### src/verilog/z80_params.svh
/* z80 load slice: bus widths and start address. */
`ifndef Z80_PARAMS_SVH
`define Z80_PARAMS_SVH

// address bus width in bits.
`define Z80_ADDR_W 16

// data bus width in bits.
`define Z80_DATA_W 8

`define Z80_RESET_PC 0 // first fetch address.

`endif

### src/verilog/z80_regs_pkg.sv
/* z80 load slice: register codes and datapath widths. */
`include "z80_params.svh"

package z80_regs_pkg;

    typedef logic [`Z80_DATA_W-1:0] byte_t;
    typedef logic [`Z80_ADDR_W-1:0] addr_t;

    // register field as it appears in the ddd and sss opcode bits.
    typedef enum logic [2:0] {
        REG_B   = 3'd0,
        REG_C   = 3'd1,
        REG_D   = 3'd2,
        REG_E   = 3'd3,
        REG_H   = 3'd4,
        REG_L   = 3'd5,
        REG_MEM = 3'd6, // (hl) operand.
        REG_A   = 3'd7
    } reg_code_t;

endpackage

### src/verilog/z80_ctrl_pkg.sv
/* z80 load slice: T-state, machine-cycle and address-select types
   plus the opcode field codes the decoder looks for. */
package z80_ctrl_pkg;

    typedef enum logic [1:0] {
        T1 = 2'd0,
        T2 = 2'd1,
        T3 = 2'd2,
        T4 = 2'd3
    } t_state_t;

    // machine cycles of the load group.
    typedef enum logic [1:0] {
        M_FETCH  = 2'd0,
        M_MEM_RD = 2'd1,
        M_MEM_WR = 2'd2,
        M_HALT   = 2'd3
    } m_cycle_t;

    typedef enum logic {
        ADDR_PC = 1'b0,
        ADDR_HL = 1'b1
    } addr_sel_t;

    // x field, opcode bits 7:6.
    localparam logic [1:0] X_MISC = 2'b00;
    localparam logic [1:0] X_LD   = 2'b01;

    localparam logic [2:0] Z_LD_IMM = 3'b110; // ld r,n in the 00 group.

    // halt takes the slot of ld (hl),(hl).
    localparam logic [7:0] OP_HALT = 8'h76;

endpackage

### src/verilog/z80_ctrl_if.sv
/* z80 load slice: control strobes and datapath values shared by
   the decoder, the register file and the bus block. */
interface z80_ctrl_if import z80_regs_pkg::*, z80_ctrl_pkg::*; ();

    addr_sel_t addr_sel;
    logic      mem_rd;      // read request for the coming T-state.
    logic      mem_wr;      // write request for the coming T-state.
    logic      halt;
    logic      pc_inc;
    reg_code_t src_reg;
    reg_code_t dst_reg;
    logic      dst_load;
    logic      dst_from_bus;
    logic      opcode_load;
    byte_t     src_data;
    addr_t     hl;
    byte_t     bus_data;    // latched read byte.

    modport decode (
        output addr_sel, mem_rd, mem_wr, halt, pc_inc,
        output src_reg, dst_reg, dst_load, dst_from_bus, opcode_load,
        input  bus_data
    );

    modport exec (
        input  src_reg, dst_reg, dst_load, dst_from_bus, bus_data,
        output src_data, hl
    );

    modport bus (
        input  addr_sel, mem_rd, mem_wr, halt, pc_inc, src_data, hl,
        output bus_data
    );

endinterface

### src/verilog/z80_ld_decode.sv
/* z80 load slice T-state sequencer and load-group decoder with
   one-hot per-state strobes. */
module z80_ld_decode import z80_regs_pkg::*, z80_ctrl_pkg::*; (
    input  logic            clk,
    input  logic            rst_n,
    input  byte_t           rdata,
    z80_ctrl_if.decode      ctl
);

    t_state_t  t_st;
    t_state_t  t_nxt;
    m_cycle_t  m_cyc;
    m_cycle_t  m_nxt;
    byte_t     opcode;
    logic [1:0] op_x;
    reg_code_t op_y;
    reg_code_t op_z;
    logic [3:0] t_hot;
    logic      fetch_cyc;
    logic      rd_cyc;
    logic      wr_cyc;
    logic      is_halt;
    logic      is_ld_rr;
    logic      is_st_hl;
    logic      is_ld_hl;
    logic      is_ld_imm;

    assign op_x = opcode[7:6];
    assign op_y = reg_code_t'(opcode[5:3]);
    assign op_z = reg_code_t'(opcode[2:0]);

    assign is_halt   = (opcode == OP_HALT);
    assign is_ld_rr  = (op_x == X_LD) && (op_y != REG_MEM) && (op_z != REG_MEM);
    assign is_st_hl  = (op_x == X_LD) && (op_y == REG_MEM) && !is_halt;
    assign is_ld_hl  = (op_x == X_LD) && (op_z == REG_MEM) && !is_halt;
    assign is_ld_imm = (op_x == X_MISC) && (op_z == Z_LD_IMM) && (op_y != REG_MEM);

    always_comb begin
        m_nxt = m_cyc;
        t_nxt = t_st;
        case (m_cyc)
            M_FETCH: begin
                if (t_st == T4) begin
                    t_nxt = T1;
                    if (is_halt)
                        m_nxt = M_HALT;
                    else if (is_st_hl)
                        m_nxt = M_MEM_WR;
                    else if (is_ld_hl || is_ld_imm)
                        m_nxt = M_MEM_RD;
                    else
                        m_nxt = M_FETCH;
                end else begin
                    t_nxt = t_state_t'(t_st + 2'd1);
                end
            end
            M_MEM_RD, M_MEM_WR: begin
                if (t_st == T3) begin // memory cycles are three states.
                    m_nxt = M_FETCH;
                    t_nxt = T1;
                end else begin
                    t_nxt = t_state_t'(t_st + 2'd1);
                end
            end
            default: begin
                m_nxt = M_HALT; // parked until reset.
                t_nxt = T1;
            end
        endcase
    end

    // reset parks at the tail of a no-op so the first edge enters fetch T1.
    always_ff @(posedge clk) begin
        if (!rst_n) begin
            m_cyc  <= M_FETCH;
            t_st   <= T4;
            opcode <= '0;
        end else begin
            m_cyc <= m_nxt;
            t_st  <= t_nxt;
            if (ctl.opcode_load)
                opcode <= ctl.bus_data;
        end
    end

    // bus pins are registered, so requests look one state ahead.
    assign ctl.mem_rd = ((m_nxt == M_FETCH) || (m_nxt == M_MEM_RD)) && (t_nxt != T4);
    assign ctl.mem_wr = (m_nxt == M_MEM_WR) && (t_nxt == T2);
    assign ctl.halt   = (m_nxt == M_HALT);

    assign t_hot     = 4'b0001 << t_st;
    assign fetch_cyc = (m_cyc == M_FETCH);
    assign rd_cyc    = (m_cyc == M_MEM_RD);
    assign wr_cyc    = (m_cyc == M_MEM_WR);

    assign ctl.opcode_load  = fetch_cyc & t_hot[2];
    assign ctl.pc_inc       = (fetch_cyc & t_hot[2]) | (rd_cyc & t_hot[2] & is_ld_imm);
    assign ctl.dst_load     = (fetch_cyc & t_hot[3] & is_ld_rr) | (rd_cyc & t_hot[2]);
    assign ctl.dst_from_bus = rd_cyc;
    assign ctl.addr_sel     = (wr_cyc || (rd_cyc && is_ld_hl)) ? ADDR_HL : ADDR_PC;
    assign ctl.src_reg      = op_z;
    assign ctl.dst_reg      = op_y;

    // a write request never overlaps or directly follows a read request.
    a_rd_wr_excl: assert property (@(posedge clk) disable iff (!rst_n)
        ctl.mem_wr |-> (!ctl.mem_rd && !$past(ctl.mem_rd)))
        else $error("write requested during or right after a read");

    // the read latch must still hold the byte at the fetch address.
    a_opcode_stable: assert property (@(posedge clk) disable iff (!rst_n)
        ctl.opcode_load |-> (ctl.bus_data == rdata))
        else $error("opcode latch disagrees with memory");

endmodule

### src/verilog/z80_ld_exec.sv
/* z80 load slice: register file and load data movement. */
module z80_ld_exec import z80_regs_pkg::*; (
    input  logic      clk,
    input  logic      rst_n,
    z80_ctrl_if.exec  ctl
);

    byte_t r_b;
    byte_t r_c;
    byte_t r_d;
    byte_t r_e;
    byte_t r_h;
    byte_t r_l;
    byte_t r_a;
    byte_t wr_data;

    assign wr_data = ctl.dst_from_bus ? ctl.bus_data : ctl.src_data;

    always_ff @(posedge clk) begin
        if (!rst_n) begin
            r_b <= '0;
            r_c <= '0;
            r_d <= '0;
            r_e <= '0;
            r_h <= '0;
            r_l <= '0;
            r_a <= '0;
        end else if (ctl.dst_load) begin
            case (ctl.dst_reg)
                REG_B:   r_b <= wr_data;
                REG_C:   r_c <= wr_data;
                REG_D:   r_d <= wr_data;
                REG_E:   r_e <= wr_data;
                REG_H:   r_h <= wr_data;
                REG_L:   r_l <= wr_data;
                REG_A:   r_a <= wr_data;
                default: ;
            endcase
        end
    end

    // source mux, (hl) falls back to the read latch.
    always_comb begin
        case (ctl.src_reg)
            REG_B:   ctl.src_data = r_b;
            REG_C:   ctl.src_data = r_c;
            REG_D:   ctl.src_data = r_d;
            REG_E:   ctl.src_data = r_e;
            REG_H:   ctl.src_data = r_h;
            REG_L:   ctl.src_data = r_l;
            REG_A:   ctl.src_data = r_a;
            default: ctl.src_data = ctl.bus_data;
        endcase
    end

    assign ctl.hl = {r_h, r_l}; // memory pointer.

    a_no_mem_dst: assert property (@(posedge clk) disable iff (!rst_n)
        ctl.dst_load |-> (ctl.dst_reg != REG_MEM))
        else $error("register load aimed at (hl)");

endmodule

### src/verilog/z80_bus_result.sv
/* z80 load slice: program counter, address mux, write data
   and read latch toward the memory pins. */
`include "z80_params.svh"

module z80_bus_result import z80_regs_pkg::*, z80_ctrl_pkg::*; (
    input  logic      clk,
    input  logic      rst_n,
    z80_ctrl_if.bus   ctl,
    input  byte_t     mem_rdata,
    output addr_t     mem_addr,
    output byte_t     mem_wdata,
    output logic      mem_rd,
    output logic      mem_wr,
    output logic      halted
);

    addr_t pc;
    byte_t wdata_q;
    logic  rd_q;
    logic  wr_q;
    logic  halt_q;

    always_ff @(posedge clk) begin
        if (!rst_n) begin
            pc     <= addr_t'(`Z80_RESET_PC);
            rd_q   <= 1'b0;
            wr_q   <= 1'b0;
            halt_q <= 1'b0;
        end else begin
            if (ctl.pc_inc)
                pc <= pc + addr_t'(1);
            rd_q   <= ctl.mem_rd;
            wr_q   <= ctl.mem_wr;
            halt_q <= ctl.halt;
        end
    end

    // captured as the write strobe is set up.
    always_ff @(posedge clk) begin
        if (ctl.mem_wr)
            wdata_q <= ctl.src_data;
    end

    always_ff @(posedge clk) begin
        if (rd_q)
            ctl.bus_data <= mem_rdata; // last byte seen during a read.
    end

    assign mem_addr  = (ctl.addr_sel == ADDR_HL) ? ctl.hl : pc;
    assign mem_wdata = wdata_q;
    assign mem_rd    = rd_q;
    assign mem_wr    = wr_q;
    assign halted    = halt_q;

    // write strobe comes from the lookahead, address select from the current state.
    a_wr_at_hl: assert property (@(posedge clk) disable iff (!rst_n)
        wr_q |-> (ctl.addr_sel == ADDR_HL))
        else $error("memory write while address is not hl");

endmodule

### src/verilog/z80_ld_core.sv
/* z80 load slice top: decoder, register file and bus block
   tied to the memory pins. */
module z80_ld_core import z80_regs_pkg::*; (
    input  logic  clk,
    input  logic  rst_n,
    output addr_t mem_addr,
    input  byte_t mem_rdata,
    output byte_t mem_wdata,
    output logic  mem_wr,
    output logic  mem_rd,
    output logic  halted
);

    z80_ctrl_if ctl ();

    z80_ld_decode i_decode (
        .clk   (clk),
        .rst_n (rst_n),
        .rdata (mem_rdata),
        .ctl   (ctl.decode)
    );

    z80_ld_exec i_exec (
        .clk   (clk),
        .rst_n (rst_n),
        .ctl   (ctl.exec)
    );

    z80_bus_result i_bus (
        .clk       (clk),
        .rst_n     (rst_n),
        .ctl       (ctl.bus),
        .mem_rdata (mem_rdata),
        .mem_addr  (mem_addr),
        .mem_wdata (mem_wdata),
        .mem_rd    (mem_rd),
        .mem_wr    (mem_wr),
        .halted    (halted)
    );

endmodule

### config.mk
export PLATFORM = sky130hd
export DESIGN_NAME = z80_ld_core
export DESIGN_NICKNAME = d
export VERILOG_FILES = /design/src/verilog/z80_regs_pkg.sv /design/src/verilog/z80_ctrl_pkg.sv /design/src/verilog/z80_ctrl_if.sv /design/src/verilog/z80_ld_decode.sv /design/src/verilog/z80_ld_exec.sv /design/src/verilog/z80_bus_result.sv /design/src/verilog/z80_ld_core.sv
export VERILOG_INCLUDE_DIRS = /design/src /design/src/verilog
export SDC_FILE = /design/constraint.sdc
export NUM_CORES = 1
export LEC_CHECK = 0
export BUFFER_PORTS_ARGS = -buffer_cell sky130_fd_sc_hd__buf_2
export CORE_MARGIN = 1.5
export CORE_UTILIZATION = 50
export CTS_CLUSTER_SIZE = 16
export DETAILED_ROUTE_END_ITERATION = 7
export PLACE_DENSITY = 0.68
export SKIP_CTS_REPAIR_TIMING = 1
export SLEW_MARGIN = 5
export SYNTH_ARGS = -nofsm -noshare
export SYNTH_HDL_FRONTEND = slang
export SYNTH_HIERARCHICAL = 1
export SYNTH_SLANG_ARGS = --single-unit
### constraint.sdc
create_clock -name clk -period 6.1 [get_ports clk]
set_clock_uncertainty 0.05 [all_clocks]
set_input_delay 0.61 -clock clk [delete_from_list [all_inputs] [get_ports clk]]
set_output_delay 0.61 -clock clk [all_outputs]
set_load 0.01 [all_outputs]
# After elaboration in Yosys (flattened, before gate mapping)
# Cells that the tools add are included.
[word_totals]
input_bits = 10
reg_bits = 103
word_cells = 94
out_inout_bits = 27
[classes]
n_reduce_logical = 28
n_eq_ne = 27
mux = 13
shifts = 1
n_bitwise = 7
n_addsub = 2
[op_table]
columns = ["cell", "n"]
rows = [
  ["8-bit one-hot mux with 7 select lines", 1],
  ["3-bit == test (second input constant)", 8],
  ["16-bit by 1-bit adder with 16-bit output (second input constant)", 1],
  ["16-bit two-way mux", 1],
  ["2-bit AND reduction", 7],
  ["3-bit by 2-bit == test with 1-bit output (second input constant)", 4],
  ["2-bit two-way mux", 6],
  ["1-bit logical AND", 11],
  ["2-bit == test (second input constant)", 5],
  ["2-bit by 1-bit == test with 1-bit output (second input constant)", 4],
  ["8-bit by 7-bit == test with 1-bit output (second input constant)", 1],
  ["8-bit two-way mux", 1],
  ["2-bit one-hot mux with 2 select lines", 2],
  ["3-bit by 1-bit == test with 1-bit output (second input constant)", 2],
  ["2-bit zero test", 3],
  ["3-bit zero test", 2],
  ["3-bit != test (second input constant)", 2],
  ["1-bit AND", 5],
  ["1-bit by 2-bit left shift with 4-bit output (first input constant)", 1],
  ["1-bit logical OR", 3],
  ["2-bit by 1-bit adder with 2-bit output (second input constant)", 1],
  ["1-bit two-way mux", 2],
  ["2-bit != test (second input constant)", 1],
  ["1-bit bitwise OR", 2],
  ["2 further kinds", 2],
]

# Depth between registers and ports, before layout
# Gate-level depths: netlist (run 1).
[depth]
ltp_word = 12
ltp_mapped = 11
depth_no_buf = 10

# Modules after synthesis
# Netlist (run 1), hierarchy kept.
[modules_own_cells]
columns = ["mod", "seq_area_each_um2", "area_per_inst_um2", "n_inst", "cells_each"]
rows = [
  ["z80_ld_exec", 1121.1, 2718.9, 1, 291],
  ["z80_bus_result", 860.8, 1473.9, 1, 116],
  ["z80_ld_decode", 240.2, 765.7, 1, 88],
]

# Worst setup path before layout (run 1)
# No wires, ideal clock.
[synth_timing]
kind = "flip-flop to output port"
from = "register i_decode.opcode[3]"
to = "output port mem_addr[10]"
t_required_ps = 5440
arrival_time_ps = 2088
setup_slack_ps = 3352
n_path_buf = 2
stages_incl_launch_ff = 7
cell_sequence = "dfxtp_1 and3b_2 or3_4 o21bai_1 clkbuf_1 buf_1 mux2_2"
[synth_via]
elab_chain_cells = 7
[synth_lines]
columns = ["element", "line", "rtl"]
rows = [
  ["from (decl)", "z80_ld_decode.sv:14", "byte_t opcode;"],
  ["from (signal assigned)", "z80_ld_decode.sv:82", "opcode <= ctl.bus_data;"],
  ["8-bit by 7-bit == test with 1-bit output", "z80_ld_decode.sv:32", "assign is_halt = (opcode == OP_HALT);"],
  ["1-bit zero test", "z80_ld_decode.sv:35", "assign is_ld_hl = (op_x == X_LD) && (op_z == REG_MEM) && !is_halt;"],
  ["1-bit logical AND", "z80_ld_decode.sv:35", ""],
  ["1-bit logical AND", "z80_ld_decode.sv:100", "assign ctl.addr_sel = (wr_cyc || (rd_cyc && is_ld_hl)) ? ADDR_HL : ADDR_PC;"],
  ["1-bit logical OR", "z80_ld_decode.sv:100", ""],
  ["1-bit two-way mux", "z80_ld_decode.sv:100", ""],
  ["named net ctl.addr_sel", "z80_ctrl_if.sv:5", "addr_sel_t addr_sel;"],
  ["16-bit two-way mux", "z80_bus_result.sv:49", "assign mem_addr = (ctl.addr_sel == ADDR_HL) ? ctl.hl : pc;"],
  ["to (decl)", "z80_ld_core.sv:6", "output addr_t mem_addr,"],
]
# The timed path passes the listed nets, and every way through them passes these cells.

# Worst setup path after layout (run 1)
[layout_timing]
from = "register i_decode.opcode[1]"
to = "output port mem_addr[3]"
[layout_via]
elab_chain_cells = 7
word_cells_on_any_way = 9
cone_classes = "eq/ne: 2; mux: 2; reduce/logical: 5"
[layout_lines]
columns = ["element", "line"]
rows = [
  ["8-bit by 7-bit == test with 1-bit output / 3-bit == test (equally long branches)", "z80_ld_decode.sv:32, z80_ld_decode.sv:35"],
  ["1-bit zero test / 1-bit logical AND (equally long branches)", "z80_ld_decode.sv:35"],
  ["1-bit logical AND (*)", "z80_ld_decode.sv:35"],
  ["1-bit logical AND (*)", "z80_ld_decode.sv:100"],
  ["1-bit logical OR (*)", "z80_ld_decode.sv:100"],
  ["1-bit two-way mux (*)", "z80_ld_decode.sv:100"],
  ["named net ctl.addr_sel", "z80_ctrl_if.sv:5"],
  ["16-bit two-way mux (*)", "z80_bus_result.sv:49"],
]
# The timed path passes the listed nets; every way through them passes the cells marked *.

==> results.py, run 1 <==
metrics = {
    "route": {
        "detail_route.wl_per_cell_um": 18.7,
        "route.antenna.remaining_nets": 0,
        "detail_route.drc_violations": 0,
        "drt_iter0_markers": 406,
        "viasPerCell": 5.98,
        "dr_total_vias": 3912,
        "detailedRoute.firstPassIterationCount": 6,
        "totalWireLength_um": 12200,
    },
    "finish": {
        "antennaDiodeCount": 0,
        "final_net_count": 535,
        "layout_cell_area_excl_fill_sq_um": 5340,
        "stdcell_count": 654,
        "finish.utilization": 0.551,
        "drive_above_1_share": 0.240,
        "fillCellCount": 836,
        "area.growth.synth_to_final_pct": 7.60,
    },
    "sta": {
        "slew_headroom": 0.305,
        "final.period_utilization": 0.529,
        "final_max_slew_viol_count": 0,
        "setup_viol": 0,
        "rsz0062_at_grt": "no",
        "hold_violations": 0,
        "clock.fmax_mhz": 310,
        "hold_slack_ns": 0.352,
        "timing.final.crit_period_ns": 3.23,
        "timing.final.ws_setup_ns": 2.87,
        "setup_total_negative_slack_ns": 0,
        "worst_pin_slew_ns": 1.03,
    },
    "critical_path": {
        "path_delay_family": "buffers and inverters",
        "critPathRequiredTime_ns": 5.44,
        "timing_worst_setup_path_type": "register to primary output",
        "critPathBufInv": 3,
        "critical_path.cell_chain": "buf_4 -> nand3b_1 -> or3_4 -> o21bai_1 -> buf_4 -> mux2_2 -> buf_2",
        "cpPeakStageDelay_ns": 0.38,
        "path_max_fanout": 32,
        "timing.critical_path.to_type": "primary output",
        "cpMaxStageDelayCell": "sky130_fd_sc_hd__or3_4",
        "worst-endpoint-arrival_ns": 2.57,
        "setup.worst_path.start_class": "register",
        "critical_path_s_most_frequent_cell": "sky130_fd_sc_hd__buf_4",
    },
    "place": {
        "dpl.cell_count": 638,
        "globalplace.congestion": 0.958,
        "place_ws_ns": 3.03,
        "portBuffers": 36,
        "dpl_cell_area_sq_um": 5150,
        "place_hpwl_um": 8390,
    },
    "logic_synthesis": {
        "synth.avg_cell_area_sq_um": 10.0,
        "synth_sequential_area_ratio": 0.448,
        "synth_seq_cells": 103,
        "synth_cells": 495,
        "synth.cell_area_sq_um": 4960,
        "synth-edff-count": 16,
        "post_synth_arst_share": 0,
        "area_contributors_post_synth": "sky130_fd_sc_hd__dfxtp_1, sky130_fd_sc_hd__edfxtp_1, sky130_fd_sc_hd__o32ai_1, sky130_fd_sc_hd__nand2_1, sky130_fd_sc_hd__mux2_2",
        "netlist.area_leader.share": 0.351,
        "synthesis.nets": 514,
        "synth.largest_area_cell": "sky130_fd_sc_hd__dfxtp_1",
        "synth_warnings": 6,
        "synth.distinct_cells": 66,
        "primary_flip_flop_cell_chosen_by_synthesis_mapping": "sky130_fd_sc_hd__dfxtp_1",
    },
    "die": {
        "design.core.area_sq_um": 9680,
        "design.portCount": 37,
        "rows": 36,
        "die_w_um": 103,
        "effective_utilization_at_floorplan": 0.512,
        "overall_die_area_sq_um": 10500,
        "die_h_um": 103,
    },
    "grt": {
        "grt_util_all_layers": 0.241,
        "overflow_left_after_global_routing": 0,
        "first_global_vias": 3640,
        "grt_start_max_net_pins": 83,
        "grt_pass1_wl_um": 19100,
        "number_of_antenna_violations_at_the_first_check_in_global_routing": 0,
    },
    "clocking": {
        "cts_tree": "done",
        "cts-htree-levels": 3,
        "cts-root-buf": "sky130_fd_sc_hd__clkbuf_8",
        "cts_buffer_depth": 2,
        "worstSkewPairLatency_ns": 0.38,
        "clock_buffer_count_from_cts": 9,
        "clkSinkCount": 103,
        "clk_pin_slew_ns": 0.10,
    },
    "pwr": {
        "pwr-share-comb": 0.103,
        "power.static_leakage_nw": 1.97,
        "p_sw_frac": 0.281,
        "seq_power_share": 0.569,
        "powerDensity_nw_per_um2": 239,
        "clkPwrFrac": 0.327,
        "design_power_total_mw": 1.27,
        "switching_power_mw": 0.358,
        "vdd.ir_drop.worst_mv": 0.127,
        "intPower_mw": 0.915,
    },
    "run_status": {
        "outcome": "finished clean",
    },
    "worst_hold_path": {
        "worst_hold_path_type": "input port to register",
    },
    "flow_run": {
        "max_cap_violations": 0,
    },
}
==> registers in the layout, summed over array words and instances (netlist names) <==
register            count
i_exec/r_c              8
i_decode/m_cyc          2
i_bus/halted            1
i_exec/r_b              8
i_exec/r_a              8
i_bus/mem_wdata         8
i_decode/t_st           2
i_exec/r_e              8
i_bus/ctl.bus_data      8
i_exec/r_h              8
i_bus/mem_wr            1
i_exec/r_l              8
i_bus/pc               16
i_bus/mem_rd            1
i_decode/opcode         8
i_exec/r_d              8
==> placed cells by master (no fill, tap or decap), types with 5 or more instances in the layout <==
cell and instances:
sky130_fd_sc_hd__a21boi_0 8, sky130_fd_sc_hd__a21oi_1 11, sky130_fd_sc_hd__a221oi_2 10, sky130_fd_sc_hd__a31oi_1 8, sky130_fd_sc_hd__buf_2 36, sky130_fd_sc_hd__buf_4 6, sky130_fd_sc_hd__clkbuf_8 10, sky130_fd_sc_hd__dfxtp_1 87
sky130_fd_sc_hd__edfxtp_1 16, sky130_fd_sc_hd__ha_1 9, sky130_fd_sc_hd__inv_1 10, sky130_fd_sc_hd__mux2_2 24, sky130_fd_sc_hd__nand2_1 90, sky130_fd_sc_hd__nand3_1 5, sky130_fd_sc_hd__nand4_1 7, sky130_fd_sc_hd__nor2_1 23
sky130_fd_sc_hd__o211ai_2 6, sky130_fd_sc_hd__o21a_1 8, sky130_fd_sc_hd__o21ai_0 23, sky130_fd_sc_hd__o32ai_1 42, sky130_fd_sc_hd__xor2_1 9
==> layer usage <==
layer | part of all wire | track usage | wire length, um
met1 | 0.44 | 0.334 | 5340
met2 | 0.45 | 0.372 | 5490
met3 | 0.086 | 0.0475 | 1060
met4 | 0.028 | 0.0917 | 340
met5 | 0 | 0 | 0
==> layout make-up <==
cell class                 count  area [sq um]  share of cell area
timing repair buffer          42           225              0.0422
multi-input combinational    349          2490               0.467
inverter                      11          41.3             0.00774
clock buffer                  10           138              0.0258
sequential                   103          2220               0.417
clock inverter                 6          50.0             0.00938
tap                          133           166              0.0312
==> power groups by stage <==
| stage | clock (mW) | sequential (mW) | combinational, mW |
|---|---|---|---|
| 2_1_floorplan | 0 | 0.732 | 0.106 |
| 3_3_place_gp | 0 | 0.740 | 0.127 |
| 3_5_place_dp | 0 | 0.741 | 0.129 |
| 4_1_cts | 0.424 | 0.725 | 0.130 |
| 5_1_grt | 0.446 | 0.728 | 0.142 |
| 6_report | 0.417 | 0.725 | 0.132 |
==> worst paths after layout <==
| check | startpoint | endpoint | slack, ns | depth (start not counted) |
|---|---|---|---|---|
| worst min-delay path | mem_rdata[2] | i_bus/ctl.bus_data[2]$_DFFE_PP_ | 0.35 | 1 |
| worst max register to register | i_decode/m_cyc[1]$_SDFF_PN0_ | i_exec/r_h[4]$_SDFFE_PN0P_ | 2.93 | 8 |
| worst min register to register | i_exec/r_e[5]$_SDFFE_PN0P_ | i_exec/r_e[5]$_SDFFE_PN0P_ | 0.44 | 2 |
| worst max-delay path | i_decode/opcode[1]$_SDFFE_PN0P_ | mem_addr[3] | 2.87 | 7 |
==> synth_stat cells, types with 3 or more instances <==
cell type	instances
sky130_fd_sc_hd__inv_1	10
sky130_fd_sc_hd__and2_1	4
sky130_fd_sc_hd__buf_4	7
sky130_fd_sc_hd__a21boi_0	8
sky130_fd_sc_hd__ha_1	9
sky130_fd_sc_hd__nor2_4	4
sky130_fd_sc_hd__a221oi_2	10
sky130_fd_sc_hd__nand3_1	5
sky130_fd_sc_hd__o211ai_2	6
sky130_fd_sc_hd__o21ai_0	23
sky130_fd_sc_hd__a21oi_1	11
sky130_fd_sc_hd__buf_6	3
sky130_fd_sc_hd__o21ai_1	4
sky130_fd_sc_hd__clkbuf_1	17
sky130_fd_sc_hd__nor2_1	23
sky130_fd_sc_hd__mux2i_1	3
sky130_fd_sc_hd__mux2_2	24
sky130_fd_sc_hd__o21a_1	8
sky130_fd_sc_hd__a31oi_1	8
sky130_fd_sc_hd__nand2b_1	4
sky130_fd_sc_hd__dfxtp_1	87
sky130_fd_sc_hd__edfxtp_1	16
sky130_fd_sc_hd__nor2_2	3
sky130_fd_sc_hd__nand4_1	7
sky130_fd_sc_hd__xor2_1	9
sky130_fd_sc_hd__nand2_1	90
sky130_fd_sc_hd__o32ai_1	42
==> cells by family (layout without fill, tap and decap cells) <==
family                     count (synthesis)  after routing  share of synthesized area
adders and majority gates                  9              9                     0.0227
and+or+nand+nor                          165            165                      0.169
buffers and inverters                     43             69                     0.0492
xor gates and xnor gates                  11             11                     0.0194
AOI/OAI and AO/OA                        136            136                      0.229
muxes                                     28             28                     0.0628
DFF                                      103            103                      0.448
Power figures use the tool's default switching activity.
==> inputs of run 2 (changes only) <==
--- a/config.mk
+++ b/config.mk
@@ -11,7 +11,7 @@
 export CORE_UTILIZATION = 50
 export CTS_CLUSTER_SIZE = 16
 export DETAILED_ROUTE_END_ITERATION = 7
-export PLACE_DENSITY = 0.68
+export PLACE_DENSITY = 0.71
 export SKIP_CTS_REPAIR_TIMING = 1
 export SLEW_MARGIN = 5
 export SYNTH_ARGS = -nofsm -noshare
==> constraint.sdc (replaced) <==
create_clock -name clk -period 2.7 [get_ports clk]
set_clock_uncertainty 0.05 [all_clocks]
set_input_delay 0.27 -clock clk [delete_from_list [all_inputs] [get_ports clk]]
set_output_delay 0.27 -clock clk [all_outputs]
set_load 0.01 [all_outputs]
==> results.py, run 2 (synthesis gave the netlist of run 1 again) <==
metrics = {
    "finish": {
        "area.growth.synth_to_final_pct": 10.6,
        "drive_above_1_share": 0.271,
        "final_net_count": 550,
        "layout_common_cells": "sky130_fd_sc_hd__nand2_1, sky130_fd_sc_hd__dfxtp_1, sky130_fd_sc_hd__o32ai_1",
        "register_with_the_most_flip_flops": "i_bus/pc",
        "largest_register_ff_count": 16,
        "layout.area.seq_sq_um": 2220,
        "layout.cells.most_common": "sky130_fd_sc_hd__nand2_1",
        "multiInputGateArea_sq_um": 2520,
        "fillCellCount": 863,
        "antennaDiodeCount": 0,
    },
    "sta": {
        "worst_pin_slew_ns": 0.841,
        "final_max_slew_viol_count": 0,
        "setup_viol": 0,
        "clock.fmax_mhz": 384,
        "hold_slack_ns": 0.0226,
        "setup_total_negative_slack_ns": 0,
        "hold_violations": 0,
        "rsz0062_at_grt": "no",
        "timing.final.crit_period_ns": 2.60,
        "slew_headroom": 0.437,
        "final.period_utilization": 0.965,
        "timing.final.ws_setup_ns": 0.0956,
    },
    "route": {
        "viasPerCell": 6.03,
        "route.antenna.remaining_nets": 0,
        "detailedRoute.firstPassIterationCount": 5,
        "drt_iter0_markers": 225,
        "dr_total_vias": 4033,
        "detail_route.wl_per_cell_um": 18.7,
        "totalWireLength_um": 12500,
        "detail_route.drc_violations": 0,
    },
    "grt": {
        "grt_util_all_layers": 0.248,
        "grt_start_max_net_pins": 34,
        "number_of_antenna_violations_at_the_first_check_in_global_routing": 0,
        "first_global_vias": 3875,
        "grt_pass1_wl_um": 19900,
        "overflow_left_after_global_routing": 0,
    },
    "critical_path": {
        "timing_worst_setup_path_type": "register to primary output",
        "setup.worst_path.start_class": "register",
        "rrSetupSlack_ns": 0.16,
        "critPathRequiredTime_ns": 2.38,
        "reg2regPathDepth": 7,
        "timing.critical_path.to_type": "primary output",
        "worst-endpoint-arrival_ns": 2.28,
        "path_max_fanout": 8,
        "cpMaxStageDelayCell": "sky130_fd_sc_hd__or3_4",
        "timing.rr.end": "i_bus/pc[15]$_SDFFE_PN0P_",
        "path_delay_family": "simple AND/OR/NAND/NOR gates",
        "critPathBufInv": 2,
        "crit_reg_reg_startpoint": "i_decode/opcode[3]$_SDFFE_PN0P_",
        "critical_path.cell_chain": "and3b_2 -> or3_4 -> o21bai_4 -> buf_6 -> mux2_2 -> buf_2",
        "cpPeakStageDelay_ns": 0.41,
    },
    "clocking": {
        "cts_buffer_depth": 2,
        "cts_tree": "done",
        "clock_buffer_count_from_cts": 9,
        "clk_pin_slew_ns": 0.10,
        "worstSkewPairLatency_ns": 0.36,
        "clkSinkCount": 103,
        "cts-htree-levels": 3,
        "cts-root-buf": "sky130_fd_sc_hd__clkbuf_8",
    },
    "die": {
        "design.portCount": 37,
        "die_h_um": 103,
        "rows": 36,
        "overall_die_area_sq_um": 10500,
        "die_w_um": 103,
        "design.core.area_sq_um": 9680,
        "effective_utilization_at_floorplan": 0.512,
    },
    "place": {
        "portBuffers": 36,
        "place_ws_ns": 0.0959,
        "globalplace.congestion": 0.899,
        "place_hpwl_um": 8970,
    },
    "worst_hold_path": {
        "worst_hold_path_type": "input port to register",
        "hold_start": "mem_rdata[4]",
        "hold_path_end": "i_bus/ctl.bus_data[4]$_DFFE_PP_",
        "min_delay_path_depth": 1,
    },
    "flow_run": {
        "max_cap_violations": 0,
    },
    "run_status": {
        "outcome": "finished clean",
    },
    "pwr": {
        "powerDensity_nw_per_um2": 530,
        "vdd.ir_drop.worst_mv": 0.456,
        "power.static_leakage_nw": 2.06,
    },
}
==> run 2: worst max-delay path by stage <==
stage                                end  slack [ns]  cells after the start                            start
6_report                     mem_addr[9]         0.1                      6  i_decode/opcode[3]$_SDFFE_PN0P_
5_1_grt                     mem_addr[10]       0.007                      6  i_decode/opcode[3]$_SDFFE_PN0P_
4_1_cts                      mem_addr[9]      -0.004                      6  i_decode/opcode[3]$_SDFFE_PN0P_
3_5_place_dp   i_bus/pc[15]$_SDFFE_PN0P_         0.1                      7  i_decode/opcode[3]$_SDFFE_PN0P_
3_3_place_gp   i_bus/pc[15]$_SDFFE_PN0P_        0.23                      7  i_decode/opcode[3]$_SDFFE_PN0P_
2_1_floorplan               mem_addr[10]        0.29                      6  i_decode/opcode[3]$_SDFFE_PN0P_
==> run 2: through the flow <==
step | util | std cells | power, mW | instance area, sq um
after floorplan | - | 495 | 1.89 | 4960
after global placement | 0.542 | 652 | 1.97 | 5250
after detailed placement | 0.542 | 652 | 1.98 | 5250
after CTS | 0.562 | 668 | 2.93 | 5450
after global routing | 0.567 | 669 | 3.03 | 5490
final | 0.567 | 669 | 2.91 | 5490
==> run 2: area by class of cell <==
type / instances / area share
inverter: 11 / 0.00753
timing repair buffer: 57 / 0.0629
tap: 133 / 0.0303
sequential: 103 / 0.405
clock inverter: 5 / 0.0105
clock buffer: 11 / 0.0246
multi-input combinational: 349 / 0.459
==> run 2: report_power, final <==
part	switching, mW	total, mW	internal [mW]
clock network	0.517	0.959	0.442
registers	0.0363	1.63	1.59
logic	0.205	0.318	0.113
total	0.758	2.91	2.15
==> run 2: metal layers <==
metal	wire (um)	vias up	part of all wire	track usage
met4	297	0	0.024	0.0864
met3	816	33	0.065	0.0502
met2	5910	156	0.47	0.398
met1	5460	1947	0.44	0.333
met5	0	-	0	0
li1	-	1897	-	-
==> run 2: worst reg2reg max path, delay by kind of cell (launching register included) <==
family | cells | cell delay, ns
DFF | 1 | 0.40
and+or+nand+nor | 5 | 1.59
AOI/OAI and AO/OA | 2 | 0.44
